### config.mk
export PLATFORM = sky130hd
export DESIGN_NAME = uart_axi_bridge
export DESIGN_NICKNAME = d
export VERILOG_FILES = /design/src/design/uart_axi_pkg.sv /design/src/design/axi_lite_master.sv /design/src/design/cmd_parser.sv /design/src/design/hex_responder.sv /design/src/design/uart_axi_bridge.sv /design/src/design/uart_rx.sv /design/src/design/uart_tx.sv
export SDC_FILE = /design/constraint.sdc
export NUM_CORES = 1
export LEC_CHECK = 0
export BUFFER_PORTS_ARGS = -buffer_cell sky130_fd_sc_hd__buf_2
export CORE_AREA = 4 4 313 192
export CTS_CLUSTER_DIAMETER = 40
export DETAILED_ROUTE_END_ITERATION = 7
export DIE_AREA = 0 0 317 196
export PLACE_DENSITY = 0.4
export SLEW_MARGIN = 5
export SYNTH_ARGS = -nofsm -noshare
export SYNTH_HDL_FRONTEND = slang
export SYNTH_SLANG_ARGS = --single-unit
### constraint.sdc
create_clock -name clk_i -period 10.15 [get_ports clk_i]
set_clock_uncertainty 0.05 [all_clocks]
set_input_delay 3.045 -clock clk_i [delete_from_list [all_inputs] [get_ports clk_i]]
set_output_delay 3.045 -clock clk_i [all_outputs]
set_load 0.005 [all_outputs]
### src/design/uart_axi_pkg.sv
// UART to AXI-Lite bridge types
package uart_axi_pkg;

    typedef logic [31:0] addr_t;
    typedef logic [31:0] data_t;
    typedef logic [7:0]  byte_t;

    // One parsed write request
    typedef struct packed {
        addr_t addr;
        data_t data;
    } wr_cmd_t;

    // Master to slave
    typedef struct packed {
        logic  awvalid;
        addr_t awaddr;
        logic  wvalid;
        data_t wdata;
        logic  arvalid;
        addr_t araddr;
    } axi_req_t;

    // Slave to master, B and R are always accepted at once
    typedef struct packed {
        logic  awready;
        logic  wready;
        logic  bvalid;
        logic  arready;
        logic  rvalid;
        data_t rdata;
    } axi_rsp_t;

    localparam byte_t CHAR_CR = 8'h0d;
    localparam byte_t CHAR_LF = 8'h0a;

    // Hex digits in one bus word
    localparam int HEX_DIGITS = 8;

endpackage

### src/design/axi_lite_master.sv
// AXI-Lite single-beat master
`timescale 1ns/10ps

module axi_lite_master (
    input  logic                   clk_i,
    input  logic                   rst_i,
    input  logic                   wr_pend_i,
    input  uart_axi_pkg::wr_cmd_t  wr_cmd_i,
    input  logic                   rd_pend_i,
    input  uart_axi_pkg::addr_t    rd_addr_i,
    output logic                   wr_take_o,
    output logic                   rd_take_o,
    output uart_axi_pkg::axi_req_t axi_req_o,
    input  uart_axi_pkg::axi_rsp_t axi_rsp_i,
    output logic                   rd_stb_o,
    output uart_axi_pkg::data_t    rd_data_o
);
    import uart_axi_pkg::*;

    typedef enum logic [1:0] {W_IDLE, W_ADDR_DATA, W_RESP} wr_state_e;
    typedef enum logic [1:0] {R_IDLE, R_ADDR, R_DATA} rd_state_e;

    wr_state_e wr_state_q;
    rd_state_e rd_state_q;
    logic      awvalid_q;
    logic      wvalid_q;
    logic      arvalid_q;
    addr_t     awaddr_q;
    data_t     wdata_q;
    addr_t     araddr_q;

    assign wr_take_o = (wr_state_q == W_IDLE) && wr_pend_i;
    assign rd_take_o = (rd_state_q == R_IDLE) && rd_pend_i;

    always_comb begin
        axi_req_o.awvalid = awvalid_q;
        axi_req_o.awaddr  = awaddr_q;
        axi_req_o.wvalid  = wvalid_q;
        axi_req_o.wdata   = wdata_q;
        axi_req_o.arvalid = arvalid_q;
        axi_req_o.araddr  = araddr_q;
    end

    // ------------------------------------------------------------------
    // Write channel, AW and W may complete in either order
    // ------------------------------------------------------------------
    always_ff @(posedge clk_i) begin
        if (rst_i) begin
            wr_state_q <= W_IDLE;
            awvalid_q  <= 1'b0;
            wvalid_q   <= 1'b0;
        end else begin
            case (wr_state_q)
                W_IDLE: begin
                    if (wr_pend_i) begin
                        awaddr_q   <= wr_cmd_i.addr;
                        wdata_q    <= wr_cmd_i.data;
                        awvalid_q  <= 1'b1;
                        wvalid_q   <= 1'b1;
                        wr_state_q <= W_ADDR_DATA;
                    end
                end
                W_ADDR_DATA: begin
                    if (axi_rsp_i.awready) awvalid_q <= 1'b0;
                    if (axi_rsp_i.wready) wvalid_q <= 1'b0;
                    if ((!awvalid_q || axi_rsp_i.awready) &&
                        (!wvalid_q || axi_rsp_i.wready)) begin
                        wr_state_q <= W_RESP;
                    end
                end
                W_RESP: begin
                    if (axi_rsp_i.bvalid) wr_state_q <= W_IDLE;
                end
                default: wr_state_q <= W_IDLE;
            endcase
        end
    end

    // ------------------------------------------------------------------
    // Read channel
    // ------------------------------------------------------------------
    always_ff @(posedge clk_i) begin
        if (rst_i) begin
            rd_state_q <= R_IDLE;
            arvalid_q  <= 1'b0;
            rd_stb_o   <= 1'b0;
        end else begin
            rd_stb_o <= 1'b0;
            case (rd_state_q)
                R_IDLE: begin
                    if (rd_pend_i) begin
                        araddr_q   <= rd_addr_i;
                        arvalid_q  <= 1'b1;
                        rd_state_q <= R_ADDR;
                    end
                end
                R_ADDR: begin
                    if (axi_rsp_i.arready) begin
                        arvalid_q  <= 1'b0;
                        rd_state_q <= R_DATA;
                    end
                end
                R_DATA: begin
                    if (axi_rsp_i.rvalid) begin
                        rd_data_o  <= axi_rsp_i.rdata;
                        rd_stb_o   <= 1'b1;
                        rd_state_q <= R_IDLE;
                    end
                end
                default: rd_state_q <= R_IDLE;
            endcase
        end
    end

endmodule

### src/design/cmd_parser.sv
// ASCII command line parser
`timescale 1ns/10ps

module cmd_parser (
    input  logic                  clk_i,
    input  logic                  rst_i,
    input  logic                  rx_stb_i,
    input  uart_axi_pkg::byte_t   rx_byte_i,
    input  logic                  wr_take_i,
    input  logic                  rd_take_i,
    output logic                  wr_pend_o,
    output uart_axi_pkg::wr_cmd_t wr_cmd_o,
    output logic                  rd_pend_o,
    output uart_axi_pkg::addr_t   rd_addr_o
);
    import uart_axi_pkg::*;

    typedef enum logic [1:0] {P_IDLE, P_ADDR, P_DATA} p_state_e;

    p_state_e   state_q;
    logic       is_wr_q;
    logic [3:0] dig_cnt_q;
    data_t      shift_q;
    addr_t      addr_q;
    logic       eol;
    logic [4:0] hex;

    // Returns {valid, nibble}, either case
    function automatic logic [4:0] hex_decode(input byte_t c);
        if (c >= "0" && c <= "9") return {1'b1, 4'(c - "0")};
        if (c >= "a" && c <= "f") return {1'b1, 4'(c - "a" + 8'd10)};
        if (c >= "A" && c <= "F") return {1'b1, 4'(c - "A" + 8'd10)};
        return 5'd0;
    endfunction

    assign hex = hex_decode(rx_byte_i);
    assign eol = (rx_byte_i == CHAR_CR) || (rx_byte_i == CHAR_LF);

    always_ff @(posedge clk_i) begin
        if (rst_i) begin
            state_q   <= P_IDLE;
            is_wr_q   <= 1'b0;
            dig_cnt_q <= '0;
            wr_pend_o <= 1'b0;
            rd_pend_o <= 1'b0;
        end else begin
            if (wr_take_i) wr_pend_o <= 1'b0;
            if (rd_take_i) rd_pend_o <= 1'b0;
            if (rx_stb_i) begin
                case (state_q)
                    P_IDLE: begin
                        shift_q   <= '0;
                        dig_cnt_q <= '0;
                        is_wr_q   <= (rx_byte_i == "W") || (rx_byte_i == "w");
                        if (rx_byte_i inside {"W", "w", "R", "r"}) begin
                            state_q <= P_ADDR;
                        end
                    end
                    P_ADDR, P_DATA: begin
                        if (hex[4]) begin
                            // Older digits fall off the top
                            shift_q <= {shift_q[27:0], hex[3:0]};
                            if (dig_cnt_q != 4'(HEX_DIGITS)) begin
                                dig_cnt_q <= dig_cnt_q + 1'b1;
                            end
                        end else if (eol) begin
                            // Empty field or W without data abandons the line
                            if (dig_cnt_q != 4'd0 && state_q == P_DATA) begin
                                wr_cmd_o.addr <= addr_q;
                                wr_cmd_o.data <= shift_q;
                                wr_pend_o     <= 1'b1;
                            end else if (dig_cnt_q != 4'd0 && !is_wr_q) begin
                                rd_addr_o <= shift_q;
                                rd_pend_o <= 1'b1;
                            end
                            state_q <= P_IDLE;
                        end else if (rx_byte_i == " " && state_q == P_ADDR) begin
                            if (is_wr_q && dig_cnt_q != 4'd0) begin
                                addr_q    <= shift_q;
                                shift_q   <= '0;
                                dig_cnt_q <= '0;
                                state_q   <= P_DATA;
                            end else if (!is_wr_q) begin
                                state_q <= P_IDLE;
                            end
                        end
                    end
                    default: state_q <= P_IDLE;
                endcase
            end
        end
    end

endmodule

### src/design/hex_responder.sv
// Read word to ASCII hex reply
`timescale 1ns/10ps

module hex_responder (
    input  logic                clk_i,
    input  logic                rst_i,
    input  logic                rd_stb_i,
    input  uart_axi_pkg::data_t rd_data_i,
    input  logic                tx_busy_i,
    output logic                tx_stb_o,
    output uart_axi_pkg::byte_t tx_byte_o
);
    import uart_axi_pkg::*;

    logic       active_q;
    logic       inflight_q;
    logic [3:0] cnt_q;
    data_t      word_q;

    function automatic byte_t nib2hex(input logic [3:0] n);
        return (n < 4'd10) ? byte_t'("0" + n) : byte_t'("a" + n - 8'd10);
    endfunction

    // Digits MSB first out of the top nibble, LF last
    assign tx_stb_o  = active_q && !inflight_q && !tx_busy_i;
    assign tx_byte_o = (cnt_q == 4'(HEX_DIGITS)) ? CHAR_LF : nib2hex(word_q[31:28]);

    always_ff @(posedge clk_i) begin
        if (rst_i) begin
            active_q   <= 1'b0;
            inflight_q <= 1'b0;
            cnt_q      <= '0;
        end else if (!active_q) begin
            // A read finishing mid-reply gets no reply of its own
            if (rd_stb_i) begin
                word_q   <= rd_data_i;
                cnt_q    <= '0;
                active_q <= 1'b1;
            end
        end else if (tx_stb_o) begin
            inflight_q <= 1'b1;
        end else if (inflight_q && !tx_busy_i) begin
            // Frame done, step to the next character
            inflight_q <= 1'b0;
            word_q     <= {word_q[27:0], 4'h0};
            if (cnt_q == 4'(HEX_DIGITS)) begin
                active_q <= 1'b0;
            end else begin
                cnt_q <= cnt_q + 1'b1;
            end
        end
    end

endmodule

### src/design/uart_axi_bridge.sv
// UART to AXI-Lite bridge top
`timescale 1ns/10ps

module uart_axi_bridge #(
    parameter int CLK_HZ    = 50_000_000,
    parameter int BAUD_RATE = 115_200
) (
    input  logic                   clk_i,
    input  logic                   rst_i,
    input  logic                   rx_i,
    output logic                   tx_o,
    output uart_axi_pkg::axi_req_t axi_req_o,
    input  uart_axi_pkg::axi_rsp_t axi_rsp_i
);
    import uart_axi_pkg::*;

    logic    rx_stb;
    byte_t   rx_byte;
    logic    wr_pend;
    wr_cmd_t wr_cmd;
    logic    wr_take;
    logic    rd_pend;
    addr_t   rd_addr;
    logic    rd_take;
    logic    rd_stb;
    data_t   rd_data;
    logic    tx_stb;
    byte_t   tx_byte;
    logic    tx_busy;

    // ------------------------------------------------------------------
    // Receive path and command decode
    // ------------------------------------------------------------------
    uart_rx #(.CLK_HZ(CLK_HZ), .BAUD_RATE(BAUD_RATE)) u_rx (
        .clk_i  (clk_i),
        .rst_i  (rst_i),
        .rx_i   (rx_i),
        .stb_o  (rx_stb),
        .data_o (rx_byte)
    );

    cmd_parser u_parser (
        .clk_i     (clk_i),
        .rst_i     (rst_i),
        .rx_stb_i  (rx_stb),
        .rx_byte_i (rx_byte),
        .wr_take_i (wr_take),
        .rd_take_i (rd_take),
        .wr_pend_o (wr_pend),
        .wr_cmd_o  (wr_cmd),
        .rd_pend_o (rd_pend),
        .rd_addr_o (rd_addr)
    );

    axi_lite_master u_master (
        .clk_i     (clk_i),
        .rst_i     (rst_i),
        .wr_pend_i (wr_pend),
        .wr_cmd_i  (wr_cmd),
        .rd_pend_i (rd_pend),
        .rd_addr_i (rd_addr),
        .wr_take_o (wr_take),
        .rd_take_o (rd_take),
        .axi_req_o (axi_req_o),
        .axi_rsp_i (axi_rsp_i),
        .rd_stb_o  (rd_stb),
        .rd_data_o (rd_data)
    );

    // ------------------------------------------------------------------
    // Reply path
    // ------------------------------------------------------------------
    hex_responder u_resp (
        .clk_i     (clk_i),
        .rst_i     (rst_i),
        .rd_stb_i  (rd_stb),
        .rd_data_i (rd_data),
        .tx_busy_i (tx_busy),
        .tx_stb_o  (tx_stb),
        .tx_byte_o (tx_byte)
    );

    uart_tx #(.CLK_HZ(CLK_HZ), .BAUD_RATE(BAUD_RATE)) u_tx (
        .clk_i  (clk_i),
        .rst_i  (rst_i),
        .stb_i  (tx_stb),
        .data_i (tx_byte),
        .tx_o   (tx_o),
        .busy_o (tx_busy)
    );

endmodule

### src/design/uart_rx.sv
// UART receiver, 8-N-1
`timescale 1ns/10ps

module uart_rx #(
    parameter int CLK_HZ    = 50_000_000,
    parameter int BAUD_RATE = 115_200
) (
    input  logic                clk_i,
    input  logic                rst_i,
    input  logic                rx_i,
    output logic                stb_o,
    output uart_axi_pkg::byte_t data_o
);
    import uart_axi_pkg::*;

    localparam int CLKS_PER_BIT = CLK_HZ / BAUD_RATE;
    localparam int CNT_W        = $clog2(CLKS_PER_BIT + 1);
    localparam logic [CNT_W-1:0] HALF_BIT = CNT_W'((CLKS_PER_BIT - 1) / 2);
    localparam logic [CNT_W-1:0] FULL_BIT = CNT_W'(CLKS_PER_BIT - 1);

    typedef enum logic [1:0] {RX_IDLE, RX_START, RX_DATA, RX_STOP} rx_state_e;

    rx_state_e        state_q;
    logic [CNT_W-1:0] clk_cnt_q;
    logic [2:0]       bit_idx_q;
    byte_t            shift_q;
    logic             rx_d1_q;
    logic             rx_d2_q;

    // Two-flop synchroniser, idles high
    always_ff @(posedge clk_i) begin
        if (rst_i) begin
            rx_d1_q <= 1'b1;
            rx_d2_q <= 1'b1;
        end else begin
            rx_d1_q <= rx_i;
            rx_d2_q <= rx_d1_q;
        end
    end

    always_ff @(posedge clk_i) begin
        if (rst_i) begin
            state_q   <= RX_IDLE;
            clk_cnt_q <= '0;
            bit_idx_q <= '0;
            stb_o     <= 1'b0;
        end else begin
            stb_o <= 1'b0;
            case (state_q)
                RX_IDLE: begin
                    clk_cnt_q <= '0;
                    bit_idx_q <= '0;
                    if (!rx_d2_q) begin
                        state_q <= RX_START;
                    end
                end
                // Confirm start bit at its middle, else treat as a glitch
                RX_START: begin
                    if (clk_cnt_q == HALF_BIT) begin
                        clk_cnt_q <= '0;
                        state_q   <= rx_d2_q ? RX_IDLE : RX_DATA;
                    end else begin
                        clk_cnt_q <= clk_cnt_q + 1'b1;
                    end
                end
                RX_DATA: begin
                    if (clk_cnt_q == FULL_BIT) begin
                        clk_cnt_q <= '0;
                        shift_q   <= {rx_d2_q, shift_q[7:1]};
                        bit_idx_q <= bit_idx_q + 1'b1;
                        if (bit_idx_q == 3'd7) begin
                            state_q <= RX_STOP;
                        end
                    end else begin
                        clk_cnt_q <= clk_cnt_q + 1'b1;
                    end
                end
                // Framing errors are dropped silently
                RX_STOP: begin
                    if (clk_cnt_q == FULL_BIT) begin
                        stb_o   <= rx_d2_q;
                        data_o  <= shift_q;
                        state_q <= RX_IDLE;
                    end else begin
                        clk_cnt_q <= clk_cnt_q + 1'b1;
                    end
                end
                default: state_q <= RX_IDLE;
            endcase
        end
    end

endmodule

### src/design/uart_tx.sv
// UART transmitter, 8-N-1
`timescale 1ns/10ps

module uart_tx #(
    parameter int CLK_HZ    = 50_000_000,
    parameter int BAUD_RATE = 115_200
) (
    input  logic                clk_i,
    input  logic                rst_i,
    input  logic                stb_i,
    input  uart_axi_pkg::byte_t data_i,
    output logic                tx_o,
    output logic                busy_o
);
    localparam int CLKS_PER_BIT = CLK_HZ / BAUD_RATE;
    localparam int CNT_W        = $clog2(CLKS_PER_BIT + 1);
    localparam logic [CNT_W-1:0] FULL_BIT = CNT_W'(CLKS_PER_BIT - 1);

    logic [CNT_W-1:0] clk_cnt_q;
    logic [3:0]       bit_cnt_q;
    logic [9:0]       frame_q;

    // Line follows the low end of the frame, all ones when idle
    assign tx_o   = frame_q[0];
    assign busy_o = (bit_cnt_q != 4'd0);

    always_ff @(posedge clk_i) begin
        if (rst_i) begin
            frame_q   <= '1;
            bit_cnt_q <= '0;
            clk_cnt_q <= '0;
        end else if (!busy_o) begin
            if (stb_i) begin
                // Stop, data LSB first, start
                frame_q   <= {1'b1, data_i, 1'b0};
                bit_cnt_q <= 4'd10;
                clk_cnt_q <= '0;
            end
        end else if (clk_cnt_q == FULL_BIT) begin
            frame_q   <= {1'b1, frame_q[9:1]};
            bit_cnt_q <= bit_cnt_q - 1'b1;
            clk_cnt_q <= '0;
        end else begin
            clk_cnt_q <= clk_cnt_q + 1'b1;
        end
    end

endmodule

**After elaboration in Yosys (flattened, before gate mapping)**

Index checks and enable logic that the tools add are counted.

- Add/subtract/negate cells: 14
- Order comparisons: 7
- Equal/unequal tests: 48
- Multiplexer cells: 100
- Bitwise operators: 7
- Reductions and logical operators: 62

Operator list:

| kind | count |
|---|---|
| $mux 32 | 8 |
| $pmux 32 s2 | 1 |
| $mux 9 | 6 |
| $mux 4 | 13 |
| $mux 2 | 18 |
| $pmux 9 s4 | 1 |
| $eq 8x7->1 const B | 4 |
| $mux 1 | 32 |
| $mux 10 | 3 |
| $mux 5 | 6 |
| $reduce_and 3->1 | 10 |
| $ne 2x2->1 const B | 14 |
| $add 9x1->9 const B | 2 |
| $eq 9x9->1 const B | 2 |
| $reduce_and 6->1 | 3 |
| $eq 8x4->1 const B | 2 |
| $ge 8x7->1 const B | 2 |
| $le 8x7->1 const B | 2 |
| $mux 8 | 2 |
| $sub 4x1->4 const B | 4 |
| $reduce_and 7->1 | 2 |
| $reduce_bool 2->1 | 7 |
| $logic_and 1x1->1 | 13 |
| $ne 2x1->1 const B | 6 |
| other kinds (35) | 75 |

- Flip-flop bits (word level): 399
- Input bits: 40
- Word-level logic and storage cells: 273

**Depth between registers and ports, before layout**

Gate-level depths: netlist (run 1).

- Word-level depth: 12
- Depth in mapped cells: 9
- Gate-level depth less buffers: 7

**Hierarchy**

From an unflattened synthesis (run 1), not the netlist that was laid out.

- Cells, all modules: 849
- Area, all modules: 14485.1 µm²

By module, submodules not included:

| module | instances | cells each | area each (µm²) | sequential area each (µm²) |
|---|---|---|---|---|
| cmd_parser | 1 | 309 | 5916.9 | 4984.8 |
| axi_lite_master | 1 | 175 | 4247.8 | 4003.8 |
| hex_responder | 1 | 129 | 1796.7 | 1081.0 |
| uart_rx | 1 | 103 | 1397.6 | 820.8 |
| uart_tx | 1 | 133 | 1126.1 | 440.4 |

**Worst setup path before layout (run 1)**

OpenSTA, ideal clock, no wires.

- Path type: input-to-reg
- From: input port rst_i
- To: register u_master.awaddr_q[0], enable pin
- Setup time: 0.567 ns
- Arrival: 7.799 ns
- Slack: 1.735 ns
- Cell stages on the path: 4
- Cell sequence: clkbuf_1 clkinv_1 nand2_1 nor3_1

- Longest elaborated chain between the ends: 2

Ends and longest elaborated chain:

| what | line | source |
|---|---|---|
| from (decl) | uart_axi_bridge.sv:9 | `input logic rst_i,` |
| $not 1->1 (no line) | -- |  |
| $reduce_and 3->1 (no line) | -- |  |
| to (signal assigned) | axi_lite_master.sv:56 | `awaddr_q <= wr_cmd_i.addr;` |
| to (decl) | axi_lite_master.sv:28 | `addr_t awaddr_q;` |

Every way passes these cells.
A chain may end at the register's enable or synchronous reset.

**Final worst setup path (run 1)**

Ends and elaborated chain as after synthesis.

==> run metrics, run 1 <==
first-pass GRT wire length 44550 um; Yosys cell types 68; leakage power 5.916 nW; dpl cells 1732; htree depth 2; fin nets 1072; Core ar. 57090 um2; ANT nets after route 0; yosys warns 0; Crit. End Element flop; clk slew on worst S/H paths 0.07 ns; Pwr Total 3.814 mW; via/cell ratio 4.015; DR pass1 iterations 4; root buf cell clkbuf_16; DR WL/cell 16.00 um; Setup Fix Bufs, Post-CTS 0; n_diodes 0; final wirelength 29110 um; mapped cell area 14170 um2; Slew @ Worst Pin 1.086 ns; Die H 196 um; asr flop ratio synth 0%; sequential cell area fraction in the yosys report 79.96%; Buffers on Ports 139; FF+latch count, synth 398; final setup fails 0; WS Path Type in2reg; Crit path max-delay family buffers and inverters; filler-free cell count of the finished design 1819; fin. max-slew vios 0; I/O Pins 140; grt ovf 0; largest net degree at the start of global routing 66; min Tclk post-route 4.910 ns; relative slew slack 27.43%; Util after Layout 30.78%; hold crit path type reg2reg; PwrDens 217.1 nW/um2; most frequent CP cell buf_4; CTS Sinks 398; Worst Path Arrival 5.04 ns; final hold violation count 0; DRC Markers 0; Period Utilization, post-route 48.38%; CP startpoint kind input port; Avg Inst Size Synth 16.93 um2; layout cells sized above 1 27.17%; Worst EP required 10.28 ns; DRT iter0 DRCs 426; top_reg_cell synth edfxtp_1; Post-synth EDFFs 336; vias in the first global route 7331; post-CTS sizing 0; synthesized instance count 837; Fmax 203.7 MHz; Post-CTS Hold Buffers 0; Die Wd 317 um; DR vias 7303; setup TNS 0 ns; initial antenna violation count 1; Post-DP HPWL 18090 um; hold slack 0.3561 ns; P&R area growth vs syn 24.01%; CTS tree done; Max Cap Viol 0; clock latency at the later pin of the worst-skew pair 0.56 ns; Crit path largest cell delay 0.64 ns; global placement routability congestion 0.7010; post-synth net total 898; num rows 68; slowest stage cell on the critical path clkinv_1; GRT Util Overall 9.252%; CP Cell Sequence buf_2, buf_4, clkinv_1, nand2_1, nor3_2, buf_4; status finished clean; crit path max fanout 65; RSZ-0062 raised after global routing no; Buf/Inv on CP 4; die area 62130 um2; Starting Density 24.82%; VDD IR max 0.1183 mV; maximum clock insertion buffer count 3; CTS buffer count 47
[layout make-up]
| type | instances | area (um2) |
|---|---|---|
| repair buffers | 150 | 778.2 |
| clock inverters | 34 | 485.5 |
| inverters | 27 | 101.3 |
| flip-flops and latches | 398 | 11330 |
| fillers | 5592 | 39520 |
| clock buffers | 53 | 1241 |
| multi-input cells | 387 | 2671 |
| well taps | 770 | 963.4 |
[sequential cells by signal (all words and copies together) (netlist names), 2 cells and up, named ones only]
register             count
u_master.rd_state_q      2
u_parser.shift_q        32
u_master.rd_data_o      32
u_master.wr_state_q      2
u_rx.bit_idx_q           3
u_rx.shift_q             8
u_parser.state_q         2
u_master.awaddr_q       32
u_parser.dig_cnt_q       4
u_rx.data_o              8
u_parser.wr_cmd_o       64
u_rx.clk_cnt_q           9
u_parser.rd_addr_o      32
u_master.araddr_q       32
u_resp.cnt_q             4
u_parser.addr_q         32
u_master.wdata_q        32
u_tx.clk_cnt_q           9
u_tx.bit_cnt_q           4
u_resp.word_q           32
u_tx.frame_q             9
[cells by family (layout without fill, tap and decap cells)]
kind of cell | count (synthesis) | after routing | share of synthesized area [%]
mux | 34 | 34 | 2.658
buf+inv | 52 | 264 | 1.545
flops | 398 | 398 | 79.96
simple gates | 209 | 209 | 8.186
compound gates | 111 | 111 | 5.051
xor+xnor | 12 | 12 | 0.7417
fa+ha+maj | 21 | 21 | 1.854
[stage by stage]
stage	cell area, um2	setup WS, ns
floorplan	14170	1.735
global placement	15850	4.568
detailed placement	15850	4.543
CTS	17570	5.144
global route	17570	4.967
finish	17570	5.240
[placed cells by master (no fill, tap or decap), types with 10 or more instances in the layout]
| cell type | instances |
|---|---|
| ha_1 | 21 |
| clkbuf_16 | 49 |
| nand2_1 | 43 |
| a21oi_1 | 41 |
| mux2_2 | 29 |
| o21ai_0 | 17 |
| buf_2 | 139 |
| nor2_1 | 43 |
| and2_1 | 31 |
| dfxtp_1 | 62 |
| edfxtp_1 | 336 |
| bufinv_16 | 10 |
| buf_4 | 11 |
| inv_1 | 26 |
| nand3_1 | 16 |
[worst paths after layout]
| path | start | to | cells after the start | slack [ns] |
|---|---|---|---|---|
| worst max register to register | u_rx.data_o[0] | u_parser.shift_q[4] | 7 | 6.84 |
| worst min register to register | u_parser.rd_addr_o[1] | u_master.araddr_q[1] | 0 | 0.36 |
| worst max-delay path | rst_i | u_master.awaddr_q[0] | 6 | 5.24 |
| worst min-delay path | u_parser.rd_addr_o[1] | u_master.araddr_q[1] | 0 | 0.36 |
[layer usage]
metal,GRT usage (%),routed length [um]
met1,13.52,14600
met2,13.31,12590
met3,2.460,1263
met4,2.938,664
met5,0,0
[where the power goes]
group	internal, mW	switching, mW
logic	0.0691	0.119
clock network	1.15	0.692
registers	1.77	0.0149
[cell usage after synthesis (3+ instances only)]
library cell  count  area share [%]
nor3_1            8            0.28
nand3_1          16            0.57
o22ai_1           5            0.22
ha_1             21             1.9
nand2b_1          5            0.22
a31oi_1           3            0.13
a311oi_1          4            0.25
mux2_2           29             2.3
o21bai_1          6            0.32
nand3b_1          7            0.37
edfxtp_1        336              71
nor2b_1           8            0.35
and2_1           31             1.4
a41oi_1           3            0.19
mux2i_1           5            0.35
nor4b_1           3            0.19
o21ai_0          17            0.60
and3_1            7            0.31
o211ai_1          7            0.37
a21o_1            3            0.16
inv_1            26            0.69
clkbuf_1         12            0.32
nor3b_1           8            0.42
xor2_1            4            0.25
or2_2             3            0.13
nand2_1          43             1.1
nand4_1           3            0.13
buf_2             4            0.14
xnor2_1           8            0.49
buf_4             3            0.16
buf_1             5            0.13
dfxtp_1          62             8.8
nor4_1            3            0.13
a21oi_1          42             1.5
and4bb_2          3            0.26
nor2_1           45             1.2
No activity file was read; power rests on OpenSTA's default activity.
==> inputs of run 2 (changes only) <==
- PLACE_DENSITY: 0.4 -> 0.41
- clock period: 10.15 -> 4.4 ns (I/O delays scaled with it)
==> run 2 against run 1 <==
Non-clock buffer count is 6 higher. Global-route usage hardly changed. Wire length is 0.14% lower. Largest cell class unchanged. Largest power group is now sequential cells.
==> run metrics, run 2 (synthesis gave the netlist of run 1 again) <==
DRT iter0 DRCs 459 (was 426); clk slew on worst S/H paths 0.06 ns (was 0.07 ns); VDD IR max 0.3158 mV (was 0.1183 mV); min Tclk post-route 2.935 ns; filler-free cell count of the finished design 1824 (was 1819); FF-to-FF End u_parser.shift_q[3] (was u_parser.shift_q[4]); commonest non-fill, non-tap cell in the layout edfxtp_1 (unchanged); I/O Pins 140 (unchanged); worst hold start u_parser.rd_addr_o[0] (was u_parser.rd_addr_o[1]); leakage power 5.891 nW (was 5.916 nW); Buffers on Ports 139 (unchanged); Post-DP HPWL 18530 um (was 18090 um); Die Wd 317 um (unchanged); htree depth 2 (unchanged); CP startpoint kind flop (was input port); fin. max-slew vios 0 (unchanged); post-CTS sizing 0 (unchanged); DR vias 7297 (was 7303); Max Cap Viol 0 (unchanged); largest net degree at the start of global routing 65 (was 66); P&R area growth vs syn 23.71% (was 24.01%); CTS Sinks 398 (unchanged); maximum clock insertion buffer count 3 (unchanged); final hold violation count 0 (unchanged); RSZ-0062 raised after global routing no (unchanged); hold depth 0 (unchanged); final worst setup slack 1.465 ns (was 5.240 ns); final wirelength 29070 um (was 29110 um); Hold Crit Endpoint u_master.araddr_q[0] (was u_master.araddr_q[1]); Period Utilization, post-route 66.71%; CTS buffer count 48 (was 47); setup TNS 0 ns (unchanged); dpl cells 1738 (was 1732); relative slew slack 34.15% (was 27.43%); WS Path Type reg2reg (was in2reg); via/cell ratio 4.001 (was 4.015); max reg flops 64 (unchanged); Pwr Total 8.442 mW (was 3.814 mW); FF/Latch Area 11330 um2 (unchanged); Crit. End Element flop (unchanged); global placement routability congestion 0.7156 (was 0.7010); layout cells sized above 1 27.42% (was 27.17%); Worst Path Arrival 3.08 ns (was 5.04 ns); number of fill cells 5608 (was 5592); status finished clean (unchanged); DRC Markers 0 (unchanged); hold crit path type reg2reg (unchanged); final setup fails 0 (unchanged); Fmax 340.7 MHz; Setup Fix Bufs, Post-CTS 0 (unchanged); root buf cell clkbuf_16 (unchanged); Slew @ Worst Pin 0.9864 ns (was 1.086 ns); reg-to-reg critical path startpoint u_rx.data_o[0] (unchanged); Multi-input gate area 2703 um2 (was 2671 um2); die area 62130 um2 (unchanged); initial antenna violation count 0 (was 1); most frequent cells in the layout edfxtp_1, buf_2, dfxtp_1 (unchanged); ANT nets after route 0 (unchanged); pre-CTS WS 1.017 ns (was 4.543 ns); PwrDens 481.6 nW/um2 (was 217.1 nW/um2); num rows 68 (unchanged); fin nets 1079 (was 1072); CTS tree done (unchanged); n_diodes 0 (unchanged); clock latency at the later pin of the worst-skew pair 0.57 ns (was 0.56 ns); DR pass1 iterations 6 (was 4); Core ar. 57090 um2 (unchanged); Starting Density 24.82% (unchanged); DR WL/cell 15.94 um (was 16.00 um); GRT Util Overall 9.239% (was 9.252%); Post-CTS Hold Buffers 0 (unchanged); Util after Layout 30.70% (was 30.78%); r2r setup slk 1.46 ns (was 6.84 ns); R2R depth 8 (was 7); Worst EP required 4.55 ns (was 10.28 ns); grt ovf 0 (unchanged); Die H 196 um (unchanged); crit path max fanout 32 (was 65); Biggest register u_parser.wr_cmd_o (unchanged); first-pass GRT wire length 44260 um (was 44550 um); vias in the first global route 7249 (was 7331)
run 2: changes by cell type in the layout (fill, tap and decap cells not counted), moves of 2 or more:
cell and delta:
bufinv_16 -6, buf_12 +3, clkinvlp_4 -4, nor3_4 +3, nor3b_2 -2, nor3b_4 +2, nor3_2 -3, inv_6 +2
buf_4 +3, clkinv_2 +6
run 2: final cells by class:
cell class,count,area share [%]
Tap cell,770,5.496
Clock inverter,33,1.877
Multi-Input combinational cell,387,15.42
Clock buffer,53,7.081
Inverter,27,0.5782
Sequential cell,398,64.64
Timing Repair Buffer,156,4.911
run 2: report_power, final:
| group | switching (mW) | internal (mW) |
|---|---|---|
| sequential | 0.0339 | 4.09 |
| clock | 1.59 | 2.30 |
| combinational | 0.270 | 0.160 |
run 2: worst max-delay path, stage by stage (launching register included):
cell and delay, ns:
edfxtp_1 0.44, inv_1 0.15, ha_1 0.23, nor4b_1 0.58, a21oi_1 0.18, a21o_1 0.21
a21o_1 0.22, nor2_4 0.08, buf_4 0.41
run 2: stage by stage:
step | hold slack (ns) | cell area, um2
global route | 0.3426 | 17530
detailed placement | 0.3542 | 15960
floorplan | 0.3395 | 14200
finish | 0.3469 | 17530
CTS | 0.3410 | 17530
global placement | 0.3508 | 15960
run 2: worst max path at each step:
stage | start | slack, ns | cells past startpoint | to
6_report | u_rx.data_o[0] | 1.46 | 8 | u_parser.shift_q[3]
4_1_cts | u_rx.data_o[0] | 1.52 | 8 | u_parser.shift_q[13]
3_5_place_dp | rst_i | 1.02 | 5 | u_parser.rd_addr_o[3]
3_3_place_gp | rst_i | 1.10 | 5 | u_parser.rd_addr_o[6]
5_1_grt | u_rx.data_o[0] | 1.39 | 8 | u_parser.shift_q[6]
2_1_floorplan | rst_i | 0.26 | 4 | u_parser.wr_cmd_o[0]
run 2: per-layer routing:
metal / up-vias / GRT usage [%] / wire (um) / part of all wire [%]
li1: 3533 / - / - / -
met1: 3611 / 13.58 / 14830 / 51
met2: 110 / 13.09 / 12370 / 43
met3: 43 / 2.714 / 1365 / 4.7
met4: 0 / 2.737 / 509 / 1.8
met5: - / 0 / 0 / 0
==> inputs of run 3 (changes only) <==
- clock period: 4.4 -> 2.4 ns (I/O delays scaled with it)
==> run 3 against run 2 <==
Design area increased by 2.8%. Critical path depth stayed put. First-iteration DRC count shrank 5.2%. Maximum frequency rose by 26%. Combinational power up 95%. Flip-flop and latch count stayed put. Power rose by 88%. Sequential power increased by 83%. Non-clock buffer count increased by 26. Register-to-register slack got worse by 1.4 ns. Critical endpoint is now u_parser.shift_q[23].
==> run metrics, run 3 (synthesis gave the netlist of run 1 again) <==
largest net degree at the start of global routing 40 (was 65); Die H 196 um (unchanged); crit path max fanout 12 (was 32); Util after Layout 31.57% (was 30.70%); Multi-input gate area 2751 um2 (was 2703 um2); DR WL/cell 15.85 um (was 15.94 um); DRC Markers 0 (unchanged); I/O Pins 140 (unchanged); max reg flops 64 (unchanged); leakage power 6.113 nW (was 5.891 nW); CTS Sinks 398 (unchanged); clock latency at the later pin of the worst-skew pair 0.58 ns (was 0.57 ns); crit path launch u_rx.data_o[0] (unchanged); grt ovf 0 (unchanged); Worst EP required 2.61 ns (was 4.55 ns); reg-to-reg critical path startpoint u_rx.data_o[0] (unchanged); PwrDens 879.7 nW/um2 (was 481.6 nW/um2); Fmax 430.2 MHz (was 340.7 MHz); maximum clock insertion buffer count 3 (unchanged); relative slew slack 67.68% (was 34.15%); most frequent cells in the layout edfxtp_1, buf_2, dfxtp_1 (unchanged); ANT nets after route 0 (unchanged); via/cell ratio 3.980 (was 4.001); P&R area growth vs syn 27.21% (was 23.71%); root buf cell clkbuf_16 (unchanged); initial antenna violation count 0 (unchanged); pre-CTS WS 0.02786 ns (was 1.017 ns); final hold violation count 0 (unchanged); worst hold start axi_rsp_i[9] (was u_parser.rd_addr_o[0]); Crit. End Element flop (unchanged); slowest stage cell on the critical path edfxtp_1 (was nor4b_1); Post-DP HPWL 19030 um (was 18530 um); commonest non-fill, non-tap cell in the layout edfxtp_1 (unchanged); DRT iter0 DRCs 435 (was 459); htree depth 2 (unchanged); CP Cell Sequence buf_4, ha_1, mux2i_2, nor3_4, a21o_2, a21o_4, nor2_4, buf_12 (was inv_1, ha_1, nor4b_1, a21oi_1, a21o_1, a21o_1, nor2_4, buf_4); vias in the first global route 7605 (was 7249); Post-CTS Hold Buffers 0 (unchanged); number of fill cells 5580 (was 5608); filler-free cell count of the finished design 1850 (was 1824); Biggest register u_parser.wr_cmd_o (unchanged); Die Wd 317 um (unchanged); Slew @ Worst Pin 0.4804 ns (was 0.9864 ns); Core ar. 57090 um2 (unchanged); RSZ-0062 raised after global routing yes (was no); first-pass GRT wire length 45080 um (was 44260 um); fin. max-slew vios 0 (unchanged); status finished clean (unchanged); Crit path largest cell delay 0.38 ns (was 0.58 ns); CTS tree done (unchanged); min Tclk post-route 2.325 ns (was 2.935 ns); Period Utilization, post-route 96.86% (was 66.71%); final wirelength 29320 um (was 29070 um); Buf/Inv on CP 2 (unchanged); DR vias 7363 (was 7297); final setup fails 0 (unchanged); Worst Path Arrival 2.54 ns (was 3.08 ns); FF/Latch Area 11330 um2 (about the same); Starting Density 24.82% (unchanged); DR pass1 iterations 4 (was 6); Buffers on Ports 139 (unchanged); n_diodes 0 (unchanged); Max Cap Viol 0 (unchanged); die area 62130 um2 (unchanged); clk slew on worst S/H paths 0.06 ns (about the same); num rows 68 (unchanged); hold crit path type in2reg (was reg2reg); dpl cells 1760 (was 1738); GRT Util Overall 9.358% (was 9.239%); CTS buffer count 48 (unchanged); WS Path Type reg2reg (unchanged); Crit path max-delay family compound AO/OA/AOI/OAI gates (was simple AND/OR/NAND/NOR gates); VDD IR max 0.4502 mV (was 0.3158 mV); layout cells sized above 1 29.91% (was 27.42%); CP startpoint kind flop (unchanged); global placement routability congestion 0.7256 (was 0.7156); final worst setup slack 0.07540 ns (was 1.465 ns); fin nets 1105 (was 1079)
-- run 3: changes by cell type in the layout (fill, tap and decap cells not counted), sizes merged --
| cell | delta |
|---|---|
| clkinv | -2 |
| bufinv | +2 |
| inv | +1 |
| clkinvlp | -3 |
| buf | +25 |
| clkbuf | +3 |
-- run 3: stage by stage --
step	power, mW	setup TNS (ns)	instance area (um2)	hold WS [ns]
3_5_place_dp	8.554	0	16280	0.3480
5_1_grt	16.52	-0.005064	18020	0.2325
3_3_place_gp	8.549	0	16280	0.3436
2_1_floorplan	8.257	-97.17	14310	0.3395
6_report	15.86	0	18020	0.2735
4_1_cts	16.12	0	17950	0.2256
-- run 3: cell type report --
type	instances	share of cell area, %
sequential	398	62.87
multi-input combinational	387	15.26
clock buffer	55	6.928
timing repair buffer	182	6.692
tap	770	5.345
clock inverter	31	2.270
inverter	27	0.6317
-- run 3: per-layer routing --
metal / routed length [um] / up-vias / part of all wire [%] / global-route usage (%)
met1: 14750 / 3615 / 50 / 13.63
met5: 0 / - / 0 / 0
met3: 1147 / 48 / 3.9 / 2.291
li1: - / 3596 / - / -
met4: 591 / 0 / 2.0 / 3.056
met2: 12830 / 104 / 44 / 13.62
-- run 3: path summary, 6_finish.rpt --
kind,cells after the start,slack [ns],endpoint
setup / recovery,8,0.08,u_parser.shift_q[23]
hold / removal,1,0.27,u_master.rd_data_o[9]
setup reg to reg,8,0.08,u_parser.shift_q[23]
hold reg to reg,1,0.36,u_rx.rx_d2_q
-- run 3: timing repair --
item	CTS	global route
buffers inserted	0	2
pin swaps	0	1
gates resized for setup	1	7
endpoints found under the setup margin	1	33
cloned	0	2
-- run 3: report_power, final --
| group | switching, mW | leakage (nW) | internal (mW) |
|---|---|---|---|
| clock | 2.98 | 0.810 | 4.48 |
| combinational | 0.494 | 1.77 | 0.343 |
| sequential | 0.0710 | 3.53 | 7.49 |
| total | 3.54 | 6.11 | 12.3 |
